[config.mk]
export PLATFORM = sky130hd
export DESIGN_NAME = brch_dispatch
export DESIGN_NICKNAME = d
export VERILOG_FILES = /design/src/brch_pkg.sv /design/src/group_accept.sv /design/src/rob_alloc.sv /design/src/brch_tag_alloc.sv /design/src/brch_tracker.sv /design/src/brch_dispatch.sv
export VERILOG_INCLUDE_DIRS = /design/src
export SDC_FILE = /design/constraint.sdc
export NUM_CORES = 1
export LEC_CHECK = 0
export BUFFER_PORTS_ARGS = -buffer_cell sky130_fd_sc_hd__buf_2
export CAP_MARGIN = 10
export CELL_PAD_IN_SITES_DETAIL_PLACEMENT = 0
export CELL_PAD_IN_SITES_GLOBAL_PLACEMENT = 1
export CORE_MARGIN = 1.5
export CORE_UTILIZATION = 29
export CTS_CLUSTER_SIZE = 30
export DETAILED_ROUTE_END_ITERATION = 8
export PLACE_DENSITY_LB_ADDON = 0.1
export SYNTH_ARGS = -nofsm -noshare
export SYNTH_HDL_FRONTEND = slang
export SYNTH_SLANG_ARGS = --single-unit
export TNS_END_PERCENT = 100
[constraint.sdc]
create_clock -name clk -period 2.8 [get_ports clk]
set_input_delay 0.42 -clock clk [delete_from_list [all_inputs] [get_ports clk]]
set_output_delay 0.42 -clock clk [all_outputs]
set_load 0.01 [all_outputs]
[src/brch_params.svh]
`ifndef BRCH_PARAMS_SVH
`define BRCH_PARAMS_SVH

// dispatch group shape
`define GRP_W      4     // slots per group
`define TRK_DEPTH  2     // unresolved branches we can hold

// word and pointer widths
`define INST_W     66    // raw instruction word
`define TAG_W      6     // branch tag, wraps
`define POS_W      7     // rob position, wraps

// opcode field, nonzero means branch
`define BRCH_LO    30
`define BRCH_HI    31

`endif

[src/brch_pkg.sv]
`default_nettype none
`include "brch_params.svh"

package brch_pkg;

   typedef logic [`INST_W-1:0] inst_t;       // one instruction word
   typedef logic [`TAG_W-1:0]  brch_tag_t;   // branch tag
   typedef logic [`POS_W-1:0]  rob_pos_t;    // rob slot index
   typedef logic [`GRP_W-1:0]  slot_mask_t;  // one bit per slot

   // group offered by decode, every branch slot also has need set
   typedef struct packed {
      inst_t [`GRP_W-1:0] inst;
      slot_mask_t         need;    // slot takes a rob entry
   } group_t;

   typedef struct packed {
      brch_tag_t tag;
      rob_pos_t  pos;
   } trk_entry_t;                  // 13 bits per tracker entry

   typedef struct packed {
      logic      valid;            // one cycle pulse
      logic      mispredict;
      brch_tag_t tag;              // must be the oldest branch
   } resolve_t;

   typedef struct packed {
      logic       valid;
      rob_pos_t   first_pos;       // rob pos of first needing slot
      brch_tag_t  first_tag;       // tag of first branch
      slot_mask_t brch_mask;
   } disp_t;

   typedef enum logic {ACC_IDLE, ACC_HOLD} acc_state_t;

endpackage

`default_nettype wire

[src/group_accept.sv]
`timescale 1ns/1ps
`default_nettype none
`include "brch_params.svh"

module group_accept import brch_pkg::*; (
   input  wire                clk,
   input  wire                rst_n,
   input  wire group_t        grp,
   input  wire                grp_req,
   output logic               grp_ack,
   input  wire [1:0]          free_cnt,    // tracker room left
   input  wire                flush_hit,
   output logic               take,        // group taken this cycle
   output slot_mask_t         brch_mask,
   output disp_t              disp,
   input  wire rob_pos_t      cur_pos,
   input  wire brch_tag_t     cur_tag
);
   acc_state_t state_q;
   logic [2:0] brch_cnt;      // branches in offered group
   logic       fits;          // tracker can hold them all
   logic       disp_vld_q;
   rob_pos_t   first_pos_q;
   brch_tag_t  first_tag_q;
   slot_mask_t mask_q;

   // opcode decode per slot
   always_comb
   begin
      brch_cnt = '0;
      for (int k = 0; k < `GRP_W; k++)
      begin
         brch_mask[k] = |grp.inst[k][`BRCH_HI:`BRCH_LO];
         brch_cnt     = brch_cnt + 3'(brch_mask[k]);
      end
   end

   assign fits    = brch_cnt <= {1'b0, free_cnt};
   assign take    = (state_q == ACC_IDLE) && grp_req && fits && !flush_hit;
   assign grp_ack = (state_q == ACC_HOLD);   // straight off the state flop

   always_ff @(posedge clk or negedge rst_n)
   begin
      if (!rst_n)
         state_q <= ACC_IDLE;
      else
      begin
         case (state_q)
            ACC_IDLE:
               if (take)
                  state_q <= ACC_HOLD;
            ACC_HOLD:
               if (!grp_req)
                  state_q <= ACC_IDLE;   // req seen low, ack drops next cycle
            default:
               state_q <= ACC_IDLE;
         endcase
      end
   end

   always_ff @(posedge clk or negedge rst_n)
   begin
      if (!rst_n)
         disp_vld_q <= 1'b0;
      else
         disp_vld_q <= take;         // one pulse per accepted group
   end

   // pointers sampled before they move on this edge
   always_ff @(posedge clk)
   begin
      if (take)
      begin
         first_pos_q <= cur_pos;
         first_tag_q <= cur_tag;
         mask_q      <= brch_mask;
      end
   end

   assign disp = '{valid: disp_vld_q, first_pos: first_pos_q,
                   first_tag: first_tag_q, brch_mask: mask_q};

   // decode never offers more branches than the tracker could ever hold
   a_grp_brch_max: assert property (@(posedge clk) disable iff (!rst_n)
      grp_req |-> brch_cnt <= 3'(`TRK_DEPTH));

endmodule

`default_nettype wire

[src/rob_alloc.sv]
`timescale 1ns/1ps
`default_nettype none
`include "brch_params.svh"

module rob_alloc import brch_pkg::*; (
   input  wire                      clk,
   input  wire                      rst_n,
   input  wire                      take,
   input  wire slot_mask_t          need,
   input  wire                      flush_hit,
   input  wire rob_pos_t            flush_pos,   // first squashed pos
   output rob_pos_t                 cur_pos,     // rob tail
   output rob_pos_t [`GRP_W-1:0]    slot_pos
);
   localparam int CNT_W = $clog2(`GRP_W + 1);

   logic [CNT_W-1:0] need_run;   // need bits below slot k then the group total

   // prefix count of need bits
   always_comb
   begin
      need_run = '0;
      for (int k = 0; k < `GRP_W; k++)
      begin
         slot_pos[k] = cur_pos + rob_pos_t'(need_run);
         need_run    = need_run + CNT_W'(need[k]);
      end
   end

   always_ff @(posedge clk or negedge rst_n)
   begin
      if (!rst_n)
         cur_pos <= '0;
      else if (flush_hit)
         cur_pos <= flush_pos;                        // rewind past the branch
      else if (take)
         cur_pos <= cur_pos + rob_pos_t'(need_run);   // wraps at 128
   end

endmodule

`default_nettype wire

[src/brch_tag_alloc.sv]
`timescale 1ns/1ps
`default_nettype none
`include "brch_params.svh"

module brch_tag_alloc import brch_pkg::*; (
   input  wire                      clk,
   input  wire                      rst_n,
   input  wire                      take,
   input  wire slot_mask_t          brch_mask,
   input  wire                      flush_hit,
   input  wire brch_tag_t           flush_tag,   // tag of mispredicted branch
   output brch_tag_t                cur_tag,     // next free tag
   output brch_tag_t [`GRP_W-1:0]   slot_tag
);
   localparam int CNT_W = $clog2(`GRP_W + 1);

   logic [CNT_W-1:0] brch_run;   // branches below slot k

   always_comb
   begin
      brch_run = '0;
      for (int k = 0; k < `GRP_W; k++)
      begin
         slot_tag[k] = cur_tag + brch_tag_t'(brch_run);   // only valid on branch slots
         brch_run    = brch_run + CNT_W'(brch_mask[k]);
      end
   end

   always_ff @(posedge clk or negedge rst_n)
   begin
      if (!rst_n)
         cur_tag <= '0;
      else if (flush_hit)
         cur_tag <= flush_tag + brch_tag_t'(1);       // resume after bad branch
      else if (take)
         cur_tag <= cur_tag + brch_tag_t'(brch_run);  // wraps at 64
   end

endmodule

`default_nettype wire

[src/brch_tracker.sv]
`timescale 1ns/1ps
`default_nettype none
`include "brch_params.svh"

module brch_tracker import brch_pkg::*; (
   input  wire                         clk,
   input  wire                         rst_n,
   input  wire                         take,
   input  wire slot_mask_t             brch_mask,
   input  wire rob_pos_t  [`GRP_W-1:0] slot_pos,
   input  wire brch_tag_t [`GRP_W-1:0] slot_tag,
   input  wire resolve_t               rsv,
   output logic [1:0]                  free_cnt,
   output logic                        flush_hit,   // internal rewind
   output logic                        flush,
   output rob_pos_t                    flush_pos,
   output brch_tag_t                   flush_tag,
   output logic                        squash       // front end sends no-ops
);
   localparam int PTR_W = $clog2(`TRK_DEPTH);

   trk_entry_t       ent_q [`TRK_DEPTH];   // oldest at head_q
   logic [PTR_W-1:0] head_q;
   logic [PTR_W-1:0] tail_q;
   logic [1:0]       cnt_q;                // live entries
   trk_entry_t       push_ent [2];         // first and second branch of group
   logic [1:0]       n_push;
   logic             pop;
   trk_entry_t       head_ent;

   // pick branch slots in slot order
   always_comb
   begin
      n_push      = '0;
      push_ent[0] = '0;
      push_ent[1] = '0;
      for (int k = 0; k < `GRP_W; k++)
      begin
         if (brch_mask[k])
         begin
            if (n_push == 2'd0)
               push_ent[0] = '{tag: slot_tag[k], pos: slot_pos[k]};
            else
               push_ent[1] = '{tag: slot_tag[k], pos: slot_pos[k]};
            n_push = n_push + 2'd1;
         end
      end
      if (!take)
         n_push = '0;   // mask is only meaningful on take
   end

   assign head_ent = ent_q[head_q];
   assign free_cnt = 2'(`TRK_DEPTH) - cnt_q;

   // resolves arrive in order so they always hit the head
   assign flush_hit = rsv.valid && rsv.mispredict;
   assign pop       = rsv.valid && !rsv.mispredict;
   assign flush     = flush_hit;
   assign squash    = flush_hit;
   assign flush_pos = flush_hit ? head_ent.pos + rob_pos_t'(1) : '0;   // squash from next pos
   assign flush_tag = flush_hit ? head_ent.tag : '0;

   // entry storage
   always_ff @(posedge clk)
   begin
      if (!flush_hit && n_push != 2'd0)
      begin
         ent_q[tail_q] <= push_ent[0];
         if (n_push == 2'd2)
            ent_q[tail_q + 1'b1] <= push_ent[1];   // second branch right behind
      end
   end

   always_ff @(posedge clk or negedge rst_n)
   begin
      if (!rst_n)
      begin
         head_q <= '0;
         tail_q <= '0;
         cnt_q  <= '0;
      end
      else if (flush_hit)
      begin
         head_q <= '0;   // everything younger is gone too
         tail_q <= '0;
         cnt_q  <= '0;
      end
      else
      begin
         tail_q <= tail_q + PTR_W'(n_push);
         if (pop)
            head_q <= head_q + 1'b1;
         cnt_q <= cnt_q + n_push - 2'(pop);   // push and pop may share a cycle
      end
   end

   // nothing to resolve in an empty tracker
   a_rsv_not_empty: assert property (@(posedge clk) disable iff (!rst_n)
      rsv.valid |-> cnt_q != 2'd0);

   // backend resolves strictly oldest first
   a_rsv_in_order: assert property (@(posedge clk) disable iff (!rst_n)
      rsv.valid |-> rsv.tag == head_ent.tag);

endmodule

`default_nettype wire

[src/brch_dispatch.sv]
`timescale 1ns/1ps
`default_nettype none
`include "brch_params.svh"

module brch_dispatch import brch_pkg::*; (
   input  wire                clk,
   input  wire                rst_n,
   input  wire group_t        grp,
   input  wire                grp_req,
   output logic               grp_ack,
   input  wire resolve_t      rsv,
   output disp_t              disp,
   output logic               flush,
   output rob_pos_t           flush_pos,
   output logic               squash
);
   logic                    take;         // group accept pulse
   slot_mask_t              brch_mask;
   logic [1:0]              free_cnt;
   logic                    flush_hit;
   brch_tag_t               flush_tag;
   rob_pos_t                cur_pos;
   brch_tag_t               cur_tag;
   rob_pos_t  [`GRP_W-1:0]  slot_pos;     // per-slot rob pos
   brch_tag_t [`GRP_W-1:0]  slot_tag;     // per-slot branch tag

   group_accept group_accept_i (
      .clk, .rst_n, .grp, .grp_req, .grp_ack, .free_cnt, .flush_hit,
      .take, .brch_mask, .disp, .cur_pos, .cur_tag
   );

   rob_alloc rob_alloc_i (
      .clk, .rst_n, .take, .need(grp.need), .flush_hit, .flush_pos,
      .cur_pos, .slot_pos
   );

   brch_tag_alloc brch_tag_alloc_i (
      .clk, .rst_n, .take, .brch_mask, .flush_hit, .flush_tag,
      .cur_tag, .slot_tag
   );

   brch_tracker brch_tracker_i (
      .clk, .rst_n, .take, .brch_mask, .slot_pos, .slot_tag, .rsv,
      .free_cnt, .flush_hit, .flush, .flush_pos, .flush_tag, .squash
   );

endmodule

`default_nettype wire

==> insert_results.sql, run 1 <==
INSERT INTO impl_metrics (metric_group, metric, value, unit) VALUES
('placement', 'io_buffers', '44', ''),
('logic_synthesis', 'count_of_flip_flops_with_a_built_in_enable_after_synthesis', '43', ''),
('setup_path', 'reg_to_reg_critical_path_startpoint', 'brch_tag_alloc_i.cur_tag[0]', ''),
('logic_synthesis', 'synth-simple-area-share', '0.142', ''),
('floorplanning', 'initial_standard_cell_utilization_of_the_core', '0.299', ''),
('clock_network', 'cts_max_level', '3', ''),
('timing', 'layout_worst_path_cycle_share', '1.10', ''),
('setup_path', 'cp_slowest_cell', 'mux2_4', ''),
('setup_path', 'timing_worst_setup_path_type', 'in2reg', ''),
('setup_path', 'timing.reg2reg.worst_path_depth', '7', ''),
('logic_synthesis', 'syn_area', '5180', 'um2'),
('grt', 'grt_first_pass_wirelength', '27700', 'um'),
('grt', 'track_usage', '0.199', ''),
('logic_synthesis', 'yosys.area_share.xor_xnor', '0.0592', ''),
('setup_path', 'timing.critical_path.buf_inv', '4', ''),
('logic_synthesis', 'number_of_distinct_library_cell_variants_in_the_gate_level_netlist_after_synthesis', '74', ''),
('timing', 'skew', '0.00619', 'ns'),
('setup_path', 'cp_num_cells', '15', ''),
('drt', 'wirelength_met1', '8980', 'um'),
('setup_path', 'crit-reg2reg-capture', 'brch_tracker_i.ent_q[1][12]', ''),
('placement', 'dpl.hpwl', '14000', 'um'),
('logic_synthesis', 'fraction_of_post_synthesis_cell_area_in_the_top_cell_type_by_area', '0.249', ''),
('clock_network', 'tritoncts_sink_count', '62', ''),
('timing', 'setup_violations', '74', ''),
('status', 'violated_checks', 'setup timing', ''),
('drt', 'postRouteAntennaNets', '0', ''),
('setup_path', 'critPathCaptureType', 'flop', ''),
('final_layout', 'insertedDiodeCount', '0', ''),
('floorplanning', 'die_height', '137', 'um'),
('clock_network', 'path_clk_slew', '0.06', 'ns'),
('logic_synthesis', 'postSynthRegisterBits', '62', ''),
('final_layout', 'design.final.nets', '1005', ''),
('drt', 'met2WireLength', '7720', 'um'),
('logic_synthesis', 'ys_dominant_reg_cell', 'edfxtp_1', ''),
('drt', 'maxUsedRoutingLayer', 'met4', ''),
('timing', 'timing.final.hold_violations', '0', ''),
('clock_network', 'root_buffer', 'clkbuf_16', ''),
('final_layout', 'final_cell_area', '7140', 'um2'),
('logic_synthesis', 'synth_warnings', '0', ''),
('setup_path', 'data_arrival_at_the_endpoint_of_the_critical_path', '3.17', 'ns'),
('placement', 'placed_area', '6490', 'um2'),
('power_and_ir_drop', 'power', '6.31', 'mW'),
('setup_path', 'critPathMaxStageDelay', '0.30', 'ns'),
('clock_network', 'worst_skew_pair.late_latency', '0.34', 'ns'),
('logic_synthesis', 'synthCells', '539', ''),
('run', 'maxcap_viol_count', '0', ''),
('timing', 'fmaxAchievable', '0.324', 'GHz'),
('logic_synthesis', 'compound_gate_fraction_of_synth_area', '0.203', ''),
('setup_path', 'cp_top_family', 'adder cells', ''),
('setup_path', 'path_cells', 'buf_6, or2_4, clkinv_4, ha_4, ha_4, ha_4, ha_4, ha_4, nor2b_1, o21ai_1, buf_4, nand3_4, nor4b_4, buf_6, mux2_4', ''),
('drt', 'wirelength', '17800', 'um'),
('timing', 'final-max-slew-violation-count', '0', ''),
('final_layout', 'area_growth', '37.8', '%'),
('floorplanning', 'core', '17400', 'um2'),
('final_layout', 'share_of_layout_cells_above_drive_strength_1', '0.357', ''),
('status', 'run_status', 'complete, but fails checks', ''),
('timing', 'fin_ws', '-0.288', 'ns'),
('worst_hold_path', 'min-delay-path-class', 'in2async', ''),
('logic_synthesis', 'syn_avg_cell_area', '9.61', 'um2'),
('drt', 'wire_per_inst', '19.5', 'um'),
('drt', 'met3RoutedLength', '848', 'um'),
('drt', 'first_iter_violations', '314', ''),
('timing', 'post-route-min-period', '3.09', 'ns'),
('logic_synthesis', 'yosysSeqAreaShare', '0.341', ''),
('logic_synthesis', 'post-synth-top-area-cell', 'edfxtp_1', ''),
('logic_synthesis', 'combinational_family_with_the_most_area_after_synthesis', 'compound AO/OA/AOI/OAI gates', ''),
('timing', 'slew_headroom', '0.479', ''),
('floorplanning', 'chipWidth', '137', 'um'),
('floorplanning', 'die-area', '18700', 'um2'),
('placement', 'gp_congestion', '0.882', ''),
('floorplanning', 'io_pins', '307', '');
==> layer usage <==
metal / GRT usage / up-vias
met4: 0.0532 / 0
li1: - / 2281
met2: 0.296 / 157
met1: 0.298 / 2300
met5: 0 / -
met3: 0.0315 / 24
==> cell type report <==
| cell class | instances | area [um2] | share of cell area |
|---|---|---|---|
| inverters | 27 | 110 | 0.0154 |
| flip-flops and latches | 62 | 1770 | 0.247 |
| clock inverters | 5 | 75.1 | 0.0105 |
| repair buffers | 162 | 1230 | 0.173 |
| clock buffers | 11 | 233 | 0.0326 |
| multi-input cells | 419 | 3440 | 0.482 |
| well taps | 225 | 282 | 0.0394 |
==> per-stage QoR <==
| step | TNS (ns) | setup slack (ns) | instances | hold slack (ns) | utilization |
|---|---|---|---|---|---|
| final | -9.78 | -0.288 | 911 | 0.0432 | 0.411 |
| after CTS | -12.94 | -0.254 | 905 | 0.0479 | 0.400 |
| after floorplan | -35.96 | -0.696 | 539 | 0.124 | - |
| after detailed placement | -47.75 | -0.773 | 885 | 0.415 | 0.374 |
| after global placement | -44.74 | -0.722 | 885 | 0.410 | 0.374 |
| after global routing | -16.03 | -0.372 | 911 | 0.0661 | 0.411 |
==> registers in the layout (all words and copies together) (netlist names) <==
name,count
brch_tracker_i.ent_q,26
group_accept_i.mask_q,4
group_accept_i.disp_vld_q,1
group_accept_i.grp_ack,1
group_accept_i.first_tag_q,6
brch_tracker_i.tail_q,1
brch_tracker_i.cnt_q,2
group_accept_i.first_pos_q,7
rob_alloc_i.cur_pos,7
brch_tag_alloc_i.cur_tag,6
brch_tracker_i.head_q,1
==> timing repair <==
item                       in CTS  in global routing
gates cloned                    1                  0
resized for setup              29                 34
pin swaps                       5                 12
hold endpoints to repair        0                  0
hold buffers                    0                  0
setup endpoints to repair      76                 80
setup buffers                   3                  7
==> where the power goes <==
part	switching (mW)	internal (mW)	total, mW
combinational	1.87	1.67	3.54
clock	0.410	0.774	1.18
sequential	0.254	1.33	1.58
==> cell usage in the layout (no fill, tap or decap), drive strengths merged, types with 9 or more instances in the layout <==
cell,count
a21o,9
a21oi,34
buf,162
clkbuf,11
dfrtp,19
edfxtp,43
ha,38
inv,25
mux2,13
mux2i,28
nand2,43
nand3,12
nor2,52
nor3,15
o21ai,20
o22ai,10
xnor2,19
xor2,16
==> worst min-delay path by stage <==
stage	slack [ns]	cells past startpoint	to	start
2_1_floorplan	0.12	0	brch_tag_alloc_i.cur_tag[0]	rst_n
3_3_place_gp	0.41	1	brch_tracker_i.head_q	rst_n
3_5_place_dp	0.42	1	rob_alloc_i.cur_pos[1]	rst_n
4_1_cts	0.05	1	brch_tracker_i.head_q	rst_n
5_1_grt	0.07	1	brch_tracker_i.head_q	rst_n
6_report	0.04	1	brch_tracker_i.head_q	rst_n
==> logic make-up after synthesis <==
family                   Yosys count
AO/OA/AOI/OAI                    145
XOR/XNOR                          35
adder cells (fa/ha/maj)           45
buffers and inverters             59
flip-flops                        62
multiplexers                      41
AND/OR/NAND/NOR                  152
==> cell usage after synthesis, types with 5 or more instances <==
| cell | instances |
|---|---|
| mux2i_1 | 28 |
| nor3_1 | 14 |
| nor2b_1 | 5 |
| fa_1 | 7 |
| xnor2_1 | 19 |
| nand2_1 | 42 |
| a31oi_1 | 7 |
| ha_1 | 38 |
| nand3_1 | 12 |
| and3_1 | 7 |
| xor2_1 | 16 |
| nor2_1 | 49 |
| clkbuf_1 | 13 |
| o22ai_1 | 9 |
| a211oi_1 | 6 |
| a221oi_1 | 7 |
| inv_1 | 24 |
| a21o_1 | 9 |
| a21oi_1 | 34 |
| o21ai_0 | 19 |
| dfrtp_1 | 19 |
| mux2_2 | 11 |
| edfxtp_1 | 43 |
| buf_2 | 10 |
Note: power is estimated with default switching activity, not from simulation.
==> run 2: changes to the inputs <==
- REMOVE_ABC_BUFFERS: not set -> 1
==> run 2 against run 1 <==
  * The flow still finishes with violations (setup timing)
  * Total power grew 0.75%
  * Critical path depth is the same
  * Global-route usage grew 0.56 points
  * Sequential power is essentially flat
  * Sequential share of layout area grew 0.087 points
  * First-iteration DRC count grew 47%
  * Combinational power is essentially flat
  * Highest routed layer unchanged
==> insert_results.sql, run 2 (same netlist as run 1, synthesis figures left out) <==
INSERT INTO impl_metrics (metric_group, metric, value, unit) VALUES
('status', 'run_status', 'complete, but fails checks', ''),
('status', 'violated_checks', 'setup timing', ''),
('floorplanning', 'io_pins', '307', ''),
('setup_path', 'data_arrival_at_the_endpoint_of_the_critical_path', '3.20', 'ns'),
('clock_network', 'cts_tree', 'built', ''),
('clock_network', 'hold_buffers', '0', ''),
('setup_path', 'critPathCaptureType', 'flop', ''),
('timing', 'fmaxAchievable', '0.321', 'GHz'),
('placement', 'io_buffers', '44', ''),
('setup_path', 'critPathMaxStageDelay', '0.31', 'ns'),
('drt', 'wire_per_inst', '20.7', 'um'),
('grt', 'antenna_found_initial', '0', ''),
('setup_path', 'cp_max_fo', '8', ''),
('setup_path', 'timing.critical_path.required', '2.89', 'ns'),
('floorplanning', 'std_cell_rows', '48', ''),
('grt', 'first_global_vias', '4638', ''),
('timing', 'post-route-min-period', '3.11', 'ns'),
('final_layout', 'reg.largest.list', 'brch_tracker_i.ent_q: 26 flops, group_accept_i.first_pos_q: 7 flops, rob_alloc_i.cur_pos: 7 flops', ''),
('floorplanning', 'die_height', '137', 'um'),
('grt', 'grt.overflow.total', '0', ''),
('clock_network', 'clk_path_buf_depth', '2', ''),
('timing', 'layout_worst_path_cycle_share', '1.11', ''),
('placement', 'gp_congestion', '0.859', ''),
('drt', 'post-route-drc-count', '0', ''),
('floorplanning', 'core', '17400', 'um2'),
('final_layout', 'design.final.nets', '1000', ''),
('power_and_ir_drop', 'power_density', '894', 'nW/um2'),
('floorplanning', 'chipWidth', '137', 'um'),
('power_and_ir_drop', 'leakage', '2.93', 'nW'),
('grt', 'grt_max_degree', '21', ''),
('final_layout', 'largest_register', 'brch_tracker_i.ent_q', ''),
('run', 'maxcap_viol_count', '0', ''),
('placement', 'dpl.hpwl', '14000', 'um'),
('setup_path', 'timing.reg2reg.worst_path_depth', '7', ''),
('final_layout', 'insertedDiodeCount', '0', ''),
('setup_path', 'path_cells', 'buf_6, or2_1, inv_2, ha_4, ha_4, ha_4, ha_4, ha_4, nor2b_4, o21ai_2, and3_4, nand2_4, nor3_2, buf_6, mux2_4', ''),
('setup_path', 'rrSetupSlack', '0.27', 'ns'),
('final_layout', 'share_of_layout_cells_above_drive_strength_1', '0.354', ''),
('timing', 'slew_headroom', '0.648', ''),
('power_and_ir_drop', 'power.ir.vdd_worst', '320', 'uV'),
('clock_network', 'path_clk_slew', '0.06', 'ns'),
('setup_path', 'critPathLaunchType', 'input pin', ''),
('drt', 'maxUsedRoutingLayer', 'met4', ''),
('final_layout', 'mostFrequentLayoutCells', 'buf_4, nor2_1, edfxtp_1, buf_2, nand2_1', ''),
('final_layout', 'mostFrequentLayoutCell', 'buf_4', ''),
('drt', 'drt-pass1-iter-count', '6', ''),
('clock_network', 'tritoncts_sink_count', '62', ''),
('timing', 'timing.final.hold_violations', '0', ''),
('clock_network', 'worst_skew_pair.late_latency', '0.34', 'ns'),
('drt', 'viasPerCell', '5.26', ''),
('worst_hold_path', 'min-delay-path-class', 'in2async', ''),
('placement', 'post-place-ws', '-1.12', 'ns'),
('clock_network', 'tritoncts_buffers', '9', ''),
('drt', 'first_iter_violations', '462', ''),
('floorplanning', 'die-area', '18700', 'um2'),
('final_layout', 'area_growth', '37.3', '%'),
('timing', 'fin_ws', '-0.313', 'ns'),
('timing', 'skew', '0.00813', 'ns'),
('drt', 'route.vias.total', '4764', ''),
('grt', 'track_usage', '0.205', ''),
('clock_network', 'root_buffer', 'clkbuf_16', ''),
('drt', 'met2WireLength', '8060', 'um'),
('setup_path', 'timing_worst_setup_path_type', 'in2reg', ''),
('timing', 'final-max-slew-violation-count', '0', ''),
('power_and_ir_drop', 'power', '6.36', 'mW'),
('drt', 'wirelength', '18700', 'um'),
('timing', 'setup_violations', '70', ''),
('floorplanning', 'initial_standard_cell_utilization_of_the_core', '0.299', ''),
('drt', 'wirelength_met1', '9560', 'um'),
('clock_network', 'cts_max_level', '3', ''),
('timing', 'rsz0062_at_grt', 'yes', ''),
('grt', 'grt_first_pass_wirelength', '28100', 'um'),
('final_layout', 'largest_reg_flops', '26', ''),
('timing', 'worstMarginPinSlew', '0.528', 'ns'),
('setup_path', 'path_common_cell', 'ha_4', ''),
('setup_path', 'cp_slowest_cell', 'mux2_4', ''),
('drt', 'met3RoutedLength', '752', 'um'),
('drt', 'postRouteAntennaNets', '0', '');
[run 2: cell type report]
class	count	area, um2
fillers	1713	10200
multi-input cells	418	3430
flip-flops and latches	62	1770
repair buffers	158	1210
well taps	225	282
clock buffers	9	225
inverters	27	109
clock inverters	7	88.8
[run 2: per-layer routing]
layer / up-vias / GRT usage
met3: 25 / 0.0241
met1: 2314 / 0.309
met5: - / 0
met4: 0 / 0.0674
met2: 145 / 0.301
li1: 2280 / -
[run 2: report_power, final]
group	total, mW	internal [mW]	switching [mW]
logic	3.56	1.64	1.92
clock network	1.22	0.773	0.452
registers	1.57	1.33	0.241
[run 2: timing repair]
action,in CTS,in global routing
gates resized for setup,43,27
pin swaps,18,13
setup endpoints to repair,86,82
cloned,1,3
setup buffers,3,4
[run 2: worst paths after layout]
check / from / to
worst min register to register: group_accept_i.grp_ack / group_accept_i.grp_ack
worst min-delay path: rst_n / rob_alloc_i.cur_pos[3]
worst max register to register: rob_alloc_i.cur_pos[0] / brch_tracker_i.ent_q[0][6]
max in group asynchronous: rst_n / brch_tag_alloc_i.cur_tag[5]
worst max-delay path: grp[101] / brch_tracker_i.ent_q[1][9]
min in group clk: grp_req / group_accept_i.grp_ack
[run 2: critical path: cells and delay by family]
kind	cells	cell delay, ns
simple gates	5	0.86
fa+ha+maj	5	1.10
mux	1	0.31
buf+inv	3	0.36
compound gates	1	0.13
[run 2: through the flow]
step                std cells  hold slack, ns  setup TNS, ns  utilization  instance area [um2]
floorplan                 507           0.124        -116.08            -                 5010
global placement          880           0.429         -72.15        0.365                 6330
detailed placement        880           0.430         -73.84        0.365                 6330
CTS                       900          0.0650         -13.11        0.400                 6930
global route              906          0.0912         -17.18        0.410                 7120
finish                    906          0.0522         -11.66        0.410                 7120
